**src/verilog/debug_defines.svh**
```systemverilog
`ifndef DEBUG_DEFINES_SVH
`define DEBUG_DEFINES_SVH

// ########################################################################
// Serial link
// ########################################################################

// Clock cycles per serial bit, kept short for simulation
`define DBG_CLKS_PER_BIT 16

// ########################################################################
// Core and dump sizes
// ########################################################################

// Instruction words in the core memory
`define DBG_PROG_DEPTH 16

// Bytes per state dump: pc, r0..r3, retired
`define DBG_DUMP_LEN 6

`endif

```
**src/verilog/debug_pkg.sv**
```systemverilog
package debug_pkg;

	// Host command bytes (ASCII)
	typedef enum logic [7:0] {
		CMD_LOAD = 8'h4C,
		CMD_RUN  = 8'h52,
		CMD_STEP = 8'h53
	} cmd_t;

	// Instruction bits 7:6
	typedef enum logic [1:0] {
		OP_LDI  = 2'b00,
		OP_ADD  = 2'b01,
		OP_SUB  = 2'b10,
		OP_HALT = 2'b11
	} opcode_t;

	// r3 in the top byte, r0 in the bottom byte
	typedef logic [3:0][7:0] reg_file_t;

	typedef enum logic [2:0] {
		IDLE,
		LOAD_COUNT,
		LOAD_DATA,
		RUN,
		STEP,
		DUMP_SEND,
		DUMP_WAIT
	} dbg_state_t;

endpackage

```
**src/verilog/uart_rx.sv**
```systemverilog
`timescale 1ns/1ps
`include "debug_defines.svh"

module uart_rx (
	input  logic       clk,
	input  logic       rst_n,
	input  logic       rx,
	output logic [7:0] rx_data,
	output logic       rx_done
);

	localparam int CW   = $clog2(`DBG_CLKS_PER_BIT);
	localparam int HALF = `DBG_CLKS_PER_BIT / 2 - 1;
	localparam int LAST = `DBG_CLKS_PER_BIT - 1;

	typedef enum logic [1:0] {
		S_IDLE,
		S_START,
		S_DATA,
		S_STOP
	} rx_state_t;

	rx_state_t     rx_state;
	logic          rx_meta;
	logic          rx_sync;
	logic [CW-1:0] clk_cnt;
	logic [2:0]    bit_idx;
	logic [7:0]    shift;

	// Two-flop synchronizer, line idles high
	always_ff @(posedge clk or negedge rst_n) begin
		if (!rst_n) begin
			rx_meta <= 1'b1;
			rx_sync <= 1'b1;
		end else begin
			rx_meta <= rx;
			rx_sync <= rx_meta;
		end
	end

	always_ff @(posedge clk or negedge rst_n) begin
		if (!rst_n) begin
			rx_state <= S_IDLE;
			clk_cnt  <= '0;
			bit_idx  <= '0;
			rx_done  <= 1'b0;
		end else begin
			rx_done <= 1'b0;
			case (rx_state)
				S_IDLE: begin
					clk_cnt <= '0;
					if (!rx_sync)
						rx_state <= S_START;
				end
				// Recheck the start bit at its middle, glitches go back to idle
				S_START: begin
					if (clk_cnt == CW'(HALF)) begin
						clk_cnt  <= '0;
						bit_idx  <= '0;
						rx_state <= rx_sync ? S_IDLE : S_DATA;
					end else begin
						clk_cnt <= clk_cnt + 1'b1;
					end
				end
				S_DATA: begin
					if (clk_cnt == CW'(LAST)) begin
						clk_cnt <= '0;
						if (bit_idx == 3'd7)
							rx_state <= S_STOP;
						else
							bit_idx <= bit_idx + 3'd1;
					end else begin
						clk_cnt <= clk_cnt + 1'b1;
					end
				end
				// Byte only counts with a valid stop bit
				S_STOP: begin
					if (clk_cnt == CW'(LAST)) begin
						rx_state <= S_IDLE;
						rx_done  <= rx_sync;
					end else begin
						clk_cnt <= clk_cnt + 1'b1;
					end
				end
				default: rx_state <= S_IDLE;
			endcase
		end
	end

	// LSB arrives first
	always_ff @(posedge clk) begin
		if (rx_state == S_DATA && clk_cnt == CW'(LAST))
			shift <= {rx_sync, shift[7:1]};
	end

	assign rx_data = shift;

endmodule

```
**src/verilog/uart_tx.sv**
```systemverilog
`timescale 1ns/1ps
`include "debug_defines.svh"

module uart_tx (
	input  logic       clk,
	input  logic       rst_n,
	input  logic       tx_start,
	input  logic [7:0] tx_data,
	output logic       tx,
	output logic       tx_done
);

	localparam int CW   = $clog2(`DBG_CLKS_PER_BIT);
	localparam int LAST = `DBG_CLKS_PER_BIT - 1;

	logic          busy;
	logic [CW-1:0] clk_cnt;
	logic [3:0]    bit_idx;
	logic [9:0]    frame;

	always_ff @(posedge clk or negedge rst_n) begin
		if (!rst_n) begin
			busy    <= 1'b0;
			tx      <= 1'b1;
			tx_done <= 1'b0;
			clk_cnt <= '0;
			bit_idx <= '0;
		end else begin
			tx_done <= 1'b0;
			if (!busy) begin
				tx <= 1'b1;
				if (tx_start) begin
					busy    <= 1'b1;
					tx      <= 1'b0;
					clk_cnt <= '0;
					bit_idx <= '0;
				end
			end else if (clk_cnt == CW'(LAST)) begin
				clk_cnt <= '0;
				// Stop bit done after ten bit periods
				if (bit_idx == 4'd9) begin
					busy    <= 1'b0;
					tx_done <= 1'b1;
					tx      <= 1'b1;
				end else begin
					bit_idx <= bit_idx + 4'd1;
					tx      <= frame[1];
				end
			end else begin
				clk_cnt <= clk_cnt + 1'b1;
			end
		end
	end

	// Frame is stop, data LSB first, start; bit 0 is on the line
	always_ff @(posedge clk) begin
		if (!busy && tx_start)
			frame <= {1'b1, tx_data, 1'b0};
		else if (busy && clk_cnt == CW'(LAST))
			frame <= {1'b1, frame[9:1]};
	end

endmodule

```
**src/verilog/mini_core.sv**
```systemverilog
`timescale 1ns/1ps
`include "debug_defines.svh"

module mini_core (
	input  logic                  clk,
	input  logic                  rst_n,
	input  logic                  core_clear,
	input  logic                  run_en,
	input  logic                  step,
	input  logic                  prog_we,
	input  logic [3:0]            prog_addr,
	input  logic [7:0]            prog_data,
	output logic [3:0]            pc,
	output debug_pkg::reg_file_t  regs,
	output logic [7:0]            retired,
	output logic                  halted
);

	logic [7:0]        imem [`DBG_PROG_DEPTH];
	logic [7:0]        instr;
	debug_pkg::opcode_t op;
	logic [1:0]        rd;
	logic [1:0]        rs;
	logic [7:0]        rd_val;
	logic [7:0]        rs_val;
	logic [7:0]        result;
	logic              exec;

	// Program load port from the debug unit
	always_ff @(posedge clk) begin
		if (prog_we)
			imem[prog_addr] <= prog_data;
	end

	// ########################################################################
	// Decode
	// ########################################################################

	assign instr = imem[pc];
	assign op    = debug_pkg::opcode_t'(instr[7:6]);
	assign rd    = instr[5:4];
	assign rs    = instr[1:0];
	assign exec  = (run_en || step) && !halted;

	always_comb begin
		rd_val = regs[rd];
		rs_val = regs[rs];
		case (op)
			debug_pkg::OP_LDI: result = {4'b0000, instr[3:0]};
			debug_pkg::OP_ADD: result = rd_val + rs_val;
			debug_pkg::OP_SUB: result = rd_val - rs_val;
			default:           result = rd_val;
		endcase
	end

	// ########################################################################
	// Architectural state
	// ########################################################################

	always_ff @(posedge clk or negedge rst_n) begin
		if (!rst_n) begin
			pc      <= '0;
			regs    <= '0;
			retired <= '0;
			halted  <= 1'b0;
		end else if (core_clear) begin
			pc      <= '0;
			regs    <= '0;
			retired <= '0;
			halted  <= 1'b0;
		end else if (exec) begin
			// HALT keeps the PC and is not counted
			if (op == debug_pkg::OP_HALT) begin
				halted <= 1'b1;
			end else begin
				regs[rd] <= result;
				pc       <= pc + 4'd1;
				retired  <= retired + 8'd1;
			end
		end
	end

endmodule

```
**src/verilog/state_collector.sv**
```systemverilog
`timescale 1ns/1ps
`include "debug_defines.svh"

module state_collector (
	input  logic                 clk,
	input  logic                 rst_n,
	input  logic                 restart,
	input  logic                 next,
	input  logic [3:0]           pc,
	input  debug_pkg::reg_file_t regs,
	input  logic [7:0]           retired,
	output logic [7:0]           data,
	output logic                 last
);

	localparam int IW = $clog2(`DBG_DUMP_LEN);

	logic [IW-1:0] idx;
	logic [IW-1:0] idx_nxt;
	logic [7:0]    sel;

	assign idx_nxt = restart ? '0 : (next ? idx + 1'b1 : idx);

	// Dump order: pc, r0, r1, r2, r3, retired
	always_comb begin
		case (idx_nxt)
			IW'(0):  sel = {4'b0000, pc};
			IW'(1):  sel = regs[0];
			IW'(2):  sel = regs[1];
			IW'(3):  sel = regs[2];
			IW'(4):  sel = regs[3];
			IW'(5):  sel = retired;
			default: sel = 8'h00;
		endcase
	end

	always_ff @(posedge clk or negedge rst_n) begin
		if (!rst_n) begin
			idx  <= '0;
			last <= 1'b0;
		end else begin
			idx  <= idx_nxt;
			last <= (idx_nxt == IW'(`DBG_DUMP_LEN - 1));
		end
	end

	always_ff @(posedge clk)
		data <= sel;

endmodule

```
**src/verilog/debug_fsm.sv**
```systemverilog
`timescale 1ns/1ps
`include "debug_defines.svh"

module debug_fsm (
	input  logic                  clk,
	input  logic                  rst_n,
	input  logic                  rx_done,
	input  logic                  tx_done,
	input  logic                  halted,
	input  logic                  col_last,
	input  logic [7:0]            rx_data,
	input  logic [7:0]            col_data,
	output logic                  tx_start,
	output logic [7:0]            tx_data,
	output logic                  core_clear,
	output logic                  run_en,
	output logic                  step,
	output logic                  prog_we,
	output logic [3:0]            prog_addr,
	output logic [7:0]            prog_data,
	output logic                  col_restart,
	output logic                  col_next,
	output debug_pkg::dbg_state_t state
);

	logic [7:0] load_left;
	logic       col_ready;

	// Collector byte is registered, so skip the cycle of restart or next
	assign col_ready = !col_restart && !col_next;

	always_ff @(posedge clk or negedge rst_n) begin
		if (!rst_n) begin
			state       <= debug_pkg::IDLE;
			tx_start    <= 1'b0;
			core_clear  <= 1'b0;
			run_en      <= 1'b0;
			step        <= 1'b0;
			prog_we     <= 1'b0;
			prog_addr   <= '0;
			col_restart <= 1'b0;
			col_next    <= 1'b0;
			load_left   <= '0;
		end else begin
			// Strobes last one cycle
			tx_start    <= 1'b0;
			core_clear  <= 1'b0;
			step        <= 1'b0;
			prog_we     <= 1'b0;
			col_restart <= 1'b0;
			col_next    <= 1'b0;

			// Advance the write address after each stored byte
			if (prog_we)
				prog_addr <= (prog_addr == 4'(`DBG_PROG_DEPTH - 1)) ? '0 : prog_addr + 4'd1;

			case (state)
				// ################################################################
				// Command decode, unknown bytes are dropped
				// ################################################################
				debug_pkg::IDLE: begin
					if (rx_done) begin
						case (rx_data)
							debug_pkg::CMD_LOAD: state <= debug_pkg::LOAD_COUNT;
							debug_pkg::CMD_RUN: begin
								run_en <= 1'b1;
								state  <= debug_pkg::RUN;
							end
							debug_pkg::CMD_STEP: begin
								step  <= 1'b1;
								state <= debug_pkg::STEP;
							end
							default: state <= debug_pkg::IDLE;
						endcase
					end
				end

				// ################################################################
				// Program load
				// ################################################################
				debug_pkg::LOAD_COUNT: begin
					if (rx_done) begin
						prog_addr <= '0;
						load_left <= rx_data;
						if (rx_data == 8'd0) begin
							core_clear <= 1'b1;
							state      <= debug_pkg::IDLE;
						end else begin
							state <= debug_pkg::LOAD_DATA;
						end
					end
				end
				debug_pkg::LOAD_DATA: begin
					if (rx_done) begin
						prog_we   <= 1'b1;
						load_left <= load_left - 8'd1;
						// Last byte, restart the core from a clean state
						if (load_left == 8'd1) begin
							core_clear <= 1'b1;
							state      <= debug_pkg::IDLE;
						end
					end
				end

				// ################################################################
				// Execution
				// ################################################################
				debug_pkg::RUN: begin
					if (halted) begin
						run_en      <= 1'b0;
						col_restart <= 1'b1;
						state       <= debug_pkg::DUMP_SEND;
					end
				end
				// Step pulse has retired by now
				debug_pkg::STEP: begin
					col_restart <= 1'b1;
					state       <= debug_pkg::DUMP_SEND;
				end

				// ################################################################
				// Dump, one byte per transmitter frame
				// ################################################################
				debug_pkg::DUMP_SEND: begin
					if (col_ready) begin
						tx_start <= 1'b1;
						state    <= debug_pkg::DUMP_WAIT;
					end
				end
				debug_pkg::DUMP_WAIT: begin
					if (tx_done) begin
						if (col_last) begin
							state <= debug_pkg::IDLE;
						end else begin
							col_next <= 1'b1;
							state    <= debug_pkg::DUMP_SEND;
						end
					end
				end
				default: state <= debug_pkg::IDLE;
			endcase
		end
	end

	always_ff @(posedge clk) begin
		if (state == debug_pkg::LOAD_DATA && rx_done)
			prog_data <= rx_data;
		if (state == debug_pkg::DUMP_SEND && col_ready)
			tx_data <= col_data;
	end

endmodule

```
**src/verilog/debug_top.sv**
```systemverilog
`timescale 1ns/1ps

module debug_top (
	input  logic                  clk,
	input  logic                  rst_n,
	input  logic                  rx,
	output logic                  tx,
	output debug_pkg::dbg_state_t led_state,
	output logic                  halted
);

	logic [7:0]           rx_data;
	logic                 rx_done;
	logic [7:0]           tx_data;
	logic                 tx_start;
	logic                 tx_done;
	logic                 core_clear;
	logic                 run_en;
	logic                 step;
	logic                 prog_we;
	logic [3:0]           prog_addr;
	logic [7:0]           prog_data;
	logic [3:0]           pc;
	debug_pkg::reg_file_t regs;
	logic [7:0]           retired;
	logic                 col_restart;
	logic                 col_next;
	logic [7:0]           col_data;
	logic                 col_last;

	// Host link
	uart_rx u_uart_rx (
		.clk     (clk),
		.rst_n   (rst_n),
		.rx      (rx),
		.rx_data (rx_data),
		.rx_done (rx_done)
	);

	uart_tx u_uart_tx (
		.clk      (clk),
		.rst_n    (rst_n),
		.tx_start (tx_start),
		.tx_data  (tx_data),
		.tx       (tx),
		.tx_done  (tx_done)
	);

	debug_fsm u_debug_fsm (
		.clk         (clk),
		.rst_n       (rst_n),
		.rx_done     (rx_done),
		.tx_done     (tx_done),
		.halted      (halted),
		.col_last    (col_last),
		.rx_data     (rx_data),
		.col_data    (col_data),
		.tx_start    (tx_start),
		.tx_data     (tx_data),
		.core_clear  (core_clear),
		.run_en      (run_en),
		.step        (step),
		.prog_we     (prog_we),
		.prog_addr   (prog_addr),
		.prog_data   (prog_data),
		.col_restart (col_restart),
		.col_next    (col_next),
		.state       (led_state)
	);

	state_collector u_state_collector (
		.clk     (clk),
		.rst_n   (rst_n),
		.restart (col_restart),
		.next    (col_next),
		.pc      (pc),
		.regs    (regs),
		.retired (retired),
		.data    (col_data),
		.last    (col_last)
	);

	// Core under debug
	mini_core u_mini_core (
		.clk        (clk),
		.rst_n      (rst_n),
		.core_clear (core_clear),
		.run_en     (run_en),
		.step       (step),
		.prog_we    (prog_we),
		.prog_addr  (prog_addr),
		.prog_data  (prog_data),
		.pc         (pc),
		.regs       (regs),
		.retired    (retired),
		.halted     (halted)
	);

endmodule

```
**config.mk**
```make
export PLATFORM = sky130hd
export DESIGN_NAME = debug_top
export DESIGN_NICKNAME = d
export VERILOG_FILES = /design/src/verilog/debug_pkg.sv /design/src/verilog/uart_rx.sv /design/src/verilog/uart_tx.sv /design/src/verilog/mini_core.sv /design/src/verilog/state_collector.sv /design/src/verilog/debug_fsm.sv /design/src/verilog/debug_top.sv
export VERILOG_INCLUDE_DIRS = /design/src /design/src/verilog
export SDC_FILE = /design/constraint.sdc
export NUM_CORES = 1
export LEC_CHECK = 0
export BUFFER_PORTS_ARGS = -buffer_cell sky130_fd_sc_hd__buf_2
export CORE_UTILIZATION = 57
export DETAILED_ROUTE_END_ITERATION = 8
export PLACE_DENSITY = 0.76
export SLEW_MARGIN = 0
export SYNTH_ARGS = -nofsm -noshare
export SYNTH_HDL_FRONTEND = slang
export SYNTH_SLANG_ARGS = --single-unit
```
**constraint.sdc**
```tcl
create_clock -name clk -period 4.7 [get_ports clk]
set_input_delay 0.47 -clock clk [delete_from_list [all_inputs] [get_ports clk]]
set_output_delay 0.47 -clock clk [all_outputs]
set_load 0.05 [all_outputs]
```
Word level (Yosys, flattened, before mapping)

Memories as Yosys holds them, arrays and structs flattened.
Cells that the tools add are included.

Bits in registers: 135
RAM bits: 128
Word-level logic and storage cells: 229
Memories kept: 1

Add/subtract/negate cells: 11
Magnitude comparators: 3
Equality and inequality tests: 45
Muxes and demuxes: 100
Reduce and logical (&&, ||, !) cells: 33

Memories:

| memory           | depth | width | read ports | clocked after memory_dff | write ports | RTL line        | source |
|---|---|---|---|---|---|---|---|
| u_mini_core.imem | 16    | 8     | 1          | 0                        | 1           | mini_core.sv:19 | `` logic [7:0] imem [`DBG_PROG_DEPTH]; `` |

Operator list:

| kind                                                            | count |
|---|---|
| 32-bit 2-to-1 mux                                               | 3 |
| 4-bit 2-to-1 mux                                                | 16 |
| 8-bit 2-to-1 mux                                                | 8 |
| 8-bit one-hot mux with 6 select lines                           | 1 |
| 3-bit 2-to-1 mux                                                | 13 |
| 1-bit 2-to-1 mux                                                | 36 |
| 8-bit binary-select mux with 2-bit select                       | 2 |
| 32-bit bitwise mux                                              | 1 |
| 8-bit by 7-bit == test with 1-bit output, second input constant | 3 |
| 8-bit one-hot mux with 3 select lines                           | 1 |
| 2-bit != test, second input constant                            | 11 |
| 3-bit one-hot mux with 7 select lines                           | 1 |
| 4-bit by 1-bit adder with 4-bit output, second input constant   | 5 |
| 3-bit == test, second input constant                            | 6 |
| 9-bit 2-to-1 mux                                                | 2 |
| 8-bit demux with 2-bit select                                   | 1 |
| 4-bit == test, second input constant                            | 4 |
| 4-bit one-hot mux with 4 select lines                           | 1 |
| 8-bit one-hot mux with 2 select lines                           | 1 |
| 2-bit 2-to-1 mux                                                | 7 |
| 2-bit by 1-bit != test with 1-bit output, second input constant | 7 |
| 2-bit nonzero test                                              | 7 |
| 3-bit by 2-bit == test with 1-bit output, second input constant | 4 |
| 3-bit one-hot mux with 3 select lines                           | 1 |
| other kinds (26)                                                | 50 |

Logic depth before layout (Yosys ltp)

An unclocked memory read counts as a cell.

Word-level depth: 9
Depth in mapped cells: 19

Hierarchy

A second synthesis with hierarchy kept.

Cell total of the unflattened synthesis: 976
Area, all modules: 12719.7 µm²

Modules (own cells, without submodules):

| module          | instances | cells an instance | area each (µm²) | sequential area each (µm²) |
|---|---|---|---|---|
| mini_core       | 1         | 544               | 8066.5          | 4969.8 |
| debug_fsm       | 1         | 178               | 1871.8          | 1031.0 |
| state_collector | 1         | 111               | 1011.0          | 260.2 |
| uart_rx         | 1         | 75                | 897.1           | 543.0 |
| uart_tx         | 1         | 68                | 873.3           | 516.7 |

Least setup slack after synthesis

Ideal clock, no wire load.

Kind: register -> register
From: register u_mini_core.pc[0]
To: register u_mini_core.regs[14] (netlist name)
Library setup time: 73 ps
Data arrival time: 4988 ps
Required time: 4627 ps
Path slack: -361 ps
Cell stages (with the launch flop): 20
Buffers on the path: 4
Clock period less this slack: 5061 ps
Cell sequence: dfrtp_1 -> buf_6 -> buf_4 -> buf_1 -> clkbuf_1 -> mux4_2 -> mux4_2 -> inv_1 -> ha_1 -> nor2_1 -> xnor2_1 -> fa_1 -> a21o_1 -> a21o_1 -> a21o_1 -> a21oi_1 -> xor2_1 -> o21ai_0 -> mux2i_1 -> nor2_1

Cells in the longest elaborated chain, start to end: 9
Elaborated cells between the ends (all ways): 23
Classes of those cells: add/sub: 2; order compare: 2; eq/ne: 4; mux: 11; reduce/logical: 3; memory: 1

RTL lines:

| item                                                                                   | RTL line        | source |
|---|---|---|
| start: declaration                                                                     | mini_core.sv:13 | `output logic [3:0] pc,` |
| start signal: assignment                                                               | mini_core.sv:77 | `pc <= pc + 4'd1;` |
| memory read 16 x 8 bit *                                                               | --              |  |
| 8-bit binary-select mux with 2-bit select (tied with other cells)                      | mini_core.sv:46 | `rd_val = regs[rd];` |
| 8-bit 2-to-1 mux (implied by the code) (tied with other cells)                         | mini_core.sv:46 |  |
| 8-bit subtractor (tied with other cells)                                               | mini_core.sv:51 | `debug_pkg::OP_SUB: result = rd_val - rs_val;` |
| 8-bit one-hot mux with 3 select lines or 8-bit demux with 2-bit select (tied branches) | --              |  |
| 32-bit bitwise mux                                                                     | mini_core.sv:76 | `regs[rd] <= result;` |
| 32-bit 2-to-1 mux                                                                      | mini_core.sv:73 | `if (op == debug_pkg::OP_HALT) begin` |
| 32-bit 2-to-1 mux                                                                      | mini_core.sv:71 | `end else if (exec) begin` |
| 32-bit 2-to-1 mux                                                                      | mini_core.sv:66 | `end else if (core_clear) begin` |
| end signal: indexed assignment                                                         | mini_core.sv:76 |  |
| end: declaration                                                                       | mini_core.sv:14 | `output debug_pkg::reg_file_t regs,` |

Every way passes the cells marked *; elsewhere a longest branch is shown, timed or not. The select of a mux whose other input is x is not followed.
A chain may end at the register's enable or synchronous reset.

Final worst setup path

From: register u_mini_core.pc[0]
To: register u_mini_core.regs[31] (netlist name)

Same word-level chain as after synthesis.

==> flow_summary.rst <==
.. list-table::
   :header-rows: 1

   * - Metric
     - Value
   * - Top FF cell, synth
     - edfxtp_1
   * - Most common library cell in the layout ignoring fill and taps
     - edfxtp_1
   * - Clk Tree Root Cell
     - clkbuf_16
   * - Achievable Freq
     - 227 MHz
   * - Std-Cell Rows
     - 52
   * - Sequential fraction of the synthesis area
     - 60.4%
   * - Number of clock sinks seen by CTS
     - roughly 260
   * - Layout overhead on the synthesized area
     - 10.7%
   * - Crit-path leading delay family
     - compound AO/OA/AOI/OAI gates
   * - Die extent in y
     - ~150 um
   * - Port bufs
     - 7
   * - Layout cell share with drive strength beyond 1
     - between 15 and 20%
   * - Global routing usage summed across all routing layers
     - between 20% and 30%
   * - Number of max-capacitance violations reported
     - 0
   * - CP max-delay cell
     - dfrtp_4
   * - Number of hold-slack violations in the final timing report
     - 0
   * - Worst-case headroom to the max-slew limit
     - between 20% and 30%
   * - Summed instance area of the synthesized netlist
     - approximately 12000 um2
   * - Final non-filler cell area
     - approximately 13000 um2
   * - Clock skew after layout
     - 0.0167 ns
   * - Min-Delay Endpoint
     - u_uart_rx.rx_meta$_DFF_PN1_
   * - Final HPWL from detailed placement
     - around 16000 um
   * - Die Span X
     - between 100 and 150 um
   * - Synthesized area per cell
     - ~13 um2
   * - Leading cell types in the layout, fill and taps excluded
     - 160 x edfxtp_1, 105 x nor2_1, 90 x dfrtp_1, 76 x nand2_1, 52 x mux2i_1
   * - Register-to-register setup slack
     - approximately 0.30 ns
   * - Number of global-route vias before repair
     - 7490
   * - Critical R2R Capture
     - u_mini_core.regs[31]$_DFFE_PN0P_
   * - Critical path arrival
     - between 4 and 5 ns
   * - Final net count
     - between 900 and 1000
   * - Period minus WS final
     - 4.40 ns
   * - Count of final max-slew check failures
     - 0
   * - Number of antenna violations at the first check in global routing
     - 0
   * - Global-route wire length before repair
     - between 40000 and 50000 um
   * - Pin count of the biggest net entering global routing
     - between 50 and 60
   * - RSZ-0062 raised after global routing
     - false
   * - Total I/O pin count
     - 8
   * - Power density over the cells
     - ~360 nW/um2
   * - Static leakage
     - approximately 5.1 nW
   * - Remaining antenna violation count
     - 0
   * - Crit path cell chain
     - buf_4 > mux2i_1 > o221ai_1 > o22ai_1 > nor2_1 > buf_4 > mux2_2 > nor2b_1 > xnor2_1 > ha_1 > a21o_1 > a21o_1 > a21o_1 > nor3_1 > o21ai_0 > o211ai_1 > xnor2_1 > o32ai_1
   * - Slew at the pin with the worst max-slew slack
     - around 1.1 ns
   * - Largest stage delay, worst path
     - 0.59 ns
   * - Congestion Overflow GR
     - 0
   * - Share of the synthesized area in the top cell type
     - 39.7%
   * - DRC violations left
     - 0
   * - Crit Path Max Fanout
     - 13
   * - CP Launch Type
     - flip-flop
   * - Logic depth of the worst register-to-register path
     - 18
   * - 1st-pass router iterations
     - 5
   * - Mean routed wirelength per cell
     - 20.3 um
   * - Register clock-pin slew on the reported worst setup and hold paths
     - 0.06 ns
   * - Number of warning messages in the yosys log
     - 0
   * - Number of filler cells placed in the layout
     - 1484
   * - Fraction of registers with async set/reset
     - between 30% and 40%
   * - Count of cell types in the netlist
     - between 70 and 80
   * - Setup ws final
     - 0.304 ns
   * - Drt via density
     - slightly above 6
   * - Dominant cells by area after synthesis
     - edfxtp_1 40%, dfrtp_1 19%, mux4_2 7.1%
   * - Launch point of the worst reg-to-reg path
     - u_mini_core.pc[0]$_DFFE_PN0P_
   * - Most frequent cell on the critical path
     - a21o_1
   * - Number of CTS-inserted buffers
     - 27
   * - Critical path class
     - flip-flop to flip-flop
   * - Cell count of the worst hold path
     - 1
   * - Maximum number of buffers from clock root to sink
     - 3
   * - Critical hold path startpoint
     - rx
   * - Data required time of the critical path
     - 5.08 ns
   * - Fin Setup TNS
     - 0 ns
   * - # setup viols final
     - 0
   * - Number of nets in the synthesized netlist
     - ~950
   * - Final GP Congestion
     - slightly below 0.9
   * - Starting density of the core
     - about three fifths
   * - Die footprint
     - between 20000 and 25000 um2
   * - Depth of the CTS H-tree
     - 1
   * - Clock latency reported for the late side of the worst-skew pair
     - 0.54 ns
   * - Cell Area, Placed
     - 12500 um2
   * - Min-delay worst type
     - input port to flip-flop
   * - Total Routed Length
     - ~25000 um
   * - Result of the run
     - complete, no violations
   * - Setup WS pre-CTS
     - about 0.22 ns
   * - Cells after Synth
     - about 920
   * - Via count
     - 7520
   * - TritonCTS clock tree
     - built
   * - Diode count
     - 0
   * - Worst IR Drop VDD
     - ~0.35 mV
   * - Cell type with the highest aggregate area in the netlist
     - edfxtp_1
   * - Area of the core region
     - approximately 20000 um2
   * - Area of the multi-input gates
     - approximately 4500 um2
   * - Post-synth EDFFs
     - between 150 and 200
   * - Count of routing violations after the opening detailed-route iteration
     - about 660
   * - Seq cells post-synth
     - about 260
   * - Storage cell area
     - approximately 7300 um2
   * - Period utilization
     - 93.5%
   * - Nature of the critical path endpoint
     - flip-flop
   * - Number of buffer and inverter stages on the critical path
     - 2
[metrics by stage]
stage               utilization (%)  hold WS, ns  std cells  power, mW
finish                         65.3       0.0310       1234       4.80
global route                   65.3       0.0126       1234       4.97
CTS                            65.0       0.0137       1230       4.83
detailed placement             60.9        0.349       1181       2.81
global placement               60.9        0.346       1181       2.80
floorplan                         -        0.174        919       2.75
[sequential cells by signal (all words and copies together) (netlist names), 4 cells and up, named ones only]
register and cells:
u_mini_core.pc 4, u_state_collector.data 8, u_uart_tx.bit_idx 4, u_debug_fsm.prog_addr 4, u_debug_fsm.prog_data 8, u_debug_fsm.load_left 8, u_uart_rx.rx_data 8, u_uart_rx.clk_cnt 4
u_uart_tx.frame 8, u_uart_tx.clk_cnt 4, u_debug_fsm.tx_data 8, u_mini_core.regs 32, u_mini_core.retired 8, u_mini_core.imem 128
[per-layer routing]
| metal | wire length [um] | vias up | track usage [%] |
|---|---|---|---|
| met5 | 0 | - | 0 |
| met4 | 603 | 0 | 8.14 |
| met3 | 852 | 49 | 2.90 |
| met2 | 12500 | 168 | 39.0 |
| met1 | 11100 | 3819 | 33.0 |
| li1 | - | 3484 | - |
[final cells by class]
| cell class | count | share of cell area [%] |
|---|---|---|
| Clock buffer | 33 | 5.20 |
| Clock inverter | 15 | 1.04 |
| Inverter | 26 | 0.727 |
| Multi-Input combinational cell | 590 | 33.7 |
| Sequential cell | 262 | 54.6 |
| Tap cell | 270 | 2.52 |
| Timing Repair Buffer | 38 | 2.22 |
[power by group]
| group | internal [mW] | total, mW | switching (mW) |
|---|---|---|---|
| clock | 1.17 | 2.03 | 0.861 |
| combinational | 0.103 | 0.235 | 0.132 |
| sequential | 2.46 | 2.53 | 0.0692 |
[cell usage after synthesis, types with 7 or more instances]
cell type  count
clkbuf_1      28
a21oi_1       30
mux4_2        38
inv_1         23
mux2_2        13
a22oi_1        8
nand2b_1      12
nand3_1       14
a22o_1         9
ha_1          24
a221o_1        8
a21o_1         7
dfxtp_1        8
edfxtp_1     160
o21ai_1        8
xnor2_1       15
xor2_1        16
mux2i_1       52
o21ai_0       42
nand2_1       76
nor2_1       105
dfrtp_1       91
nor3_1        13
[repair_timing]
| item | in CTS | in global routing |
|---|---|---|
| setup endpoints to repair | 0 | 7 |
| endpoints found under the hold margin | 21 | 0 |
| buffers inserted | 0 | 4 |
| gates resized for setup | 0 | 2 |
| hold buffers | 1 | 0 |
[cells by family after synthesis]
group	share of synthesized area [%]
fa+ha+maj	2.64
buf+inv	2.31
flops	60.4
simple gates	10.3
compound gates	8.86
mux	13.2
xor+xnor	2.24
[worst max path at each step]
stage / from / endpoint / cells after the start
2_1_floorplan: u_mini_core.pc[0]$_DFFE_PN0P_ / u_mini_core.regs[14]$_DFFE_PN0P_ / 19
3_3_place_gp: u_mini_core.pc[0]$_DFFE_PN0P_ / u_mini_core.regs[30]$_DFFE_PN0P_ / 16
3_5_place_dp: u_mini_core.pc[0]$_DFFE_PN0P_ / u_mini_core.regs[14]$_DFFE_PN0P_ / 16
4_1_cts: u_mini_core.pc[0]$_DFFE_PN0P_ / u_mini_core.regs[14]$_DFFE_PN0P_ / 16
5_1_grt: u_mini_core.pc[3]$_DFFE_PN0P_ / u_mini_core.regs[31]$_DFFE_PN0P_ / 17
6_report: u_mini_core.pc[0]$_DFFE_PN0P_ / u_mini_core.regs[31]$_DFFE_PN0P_ / 18
(Power assumes the default switching activity.)
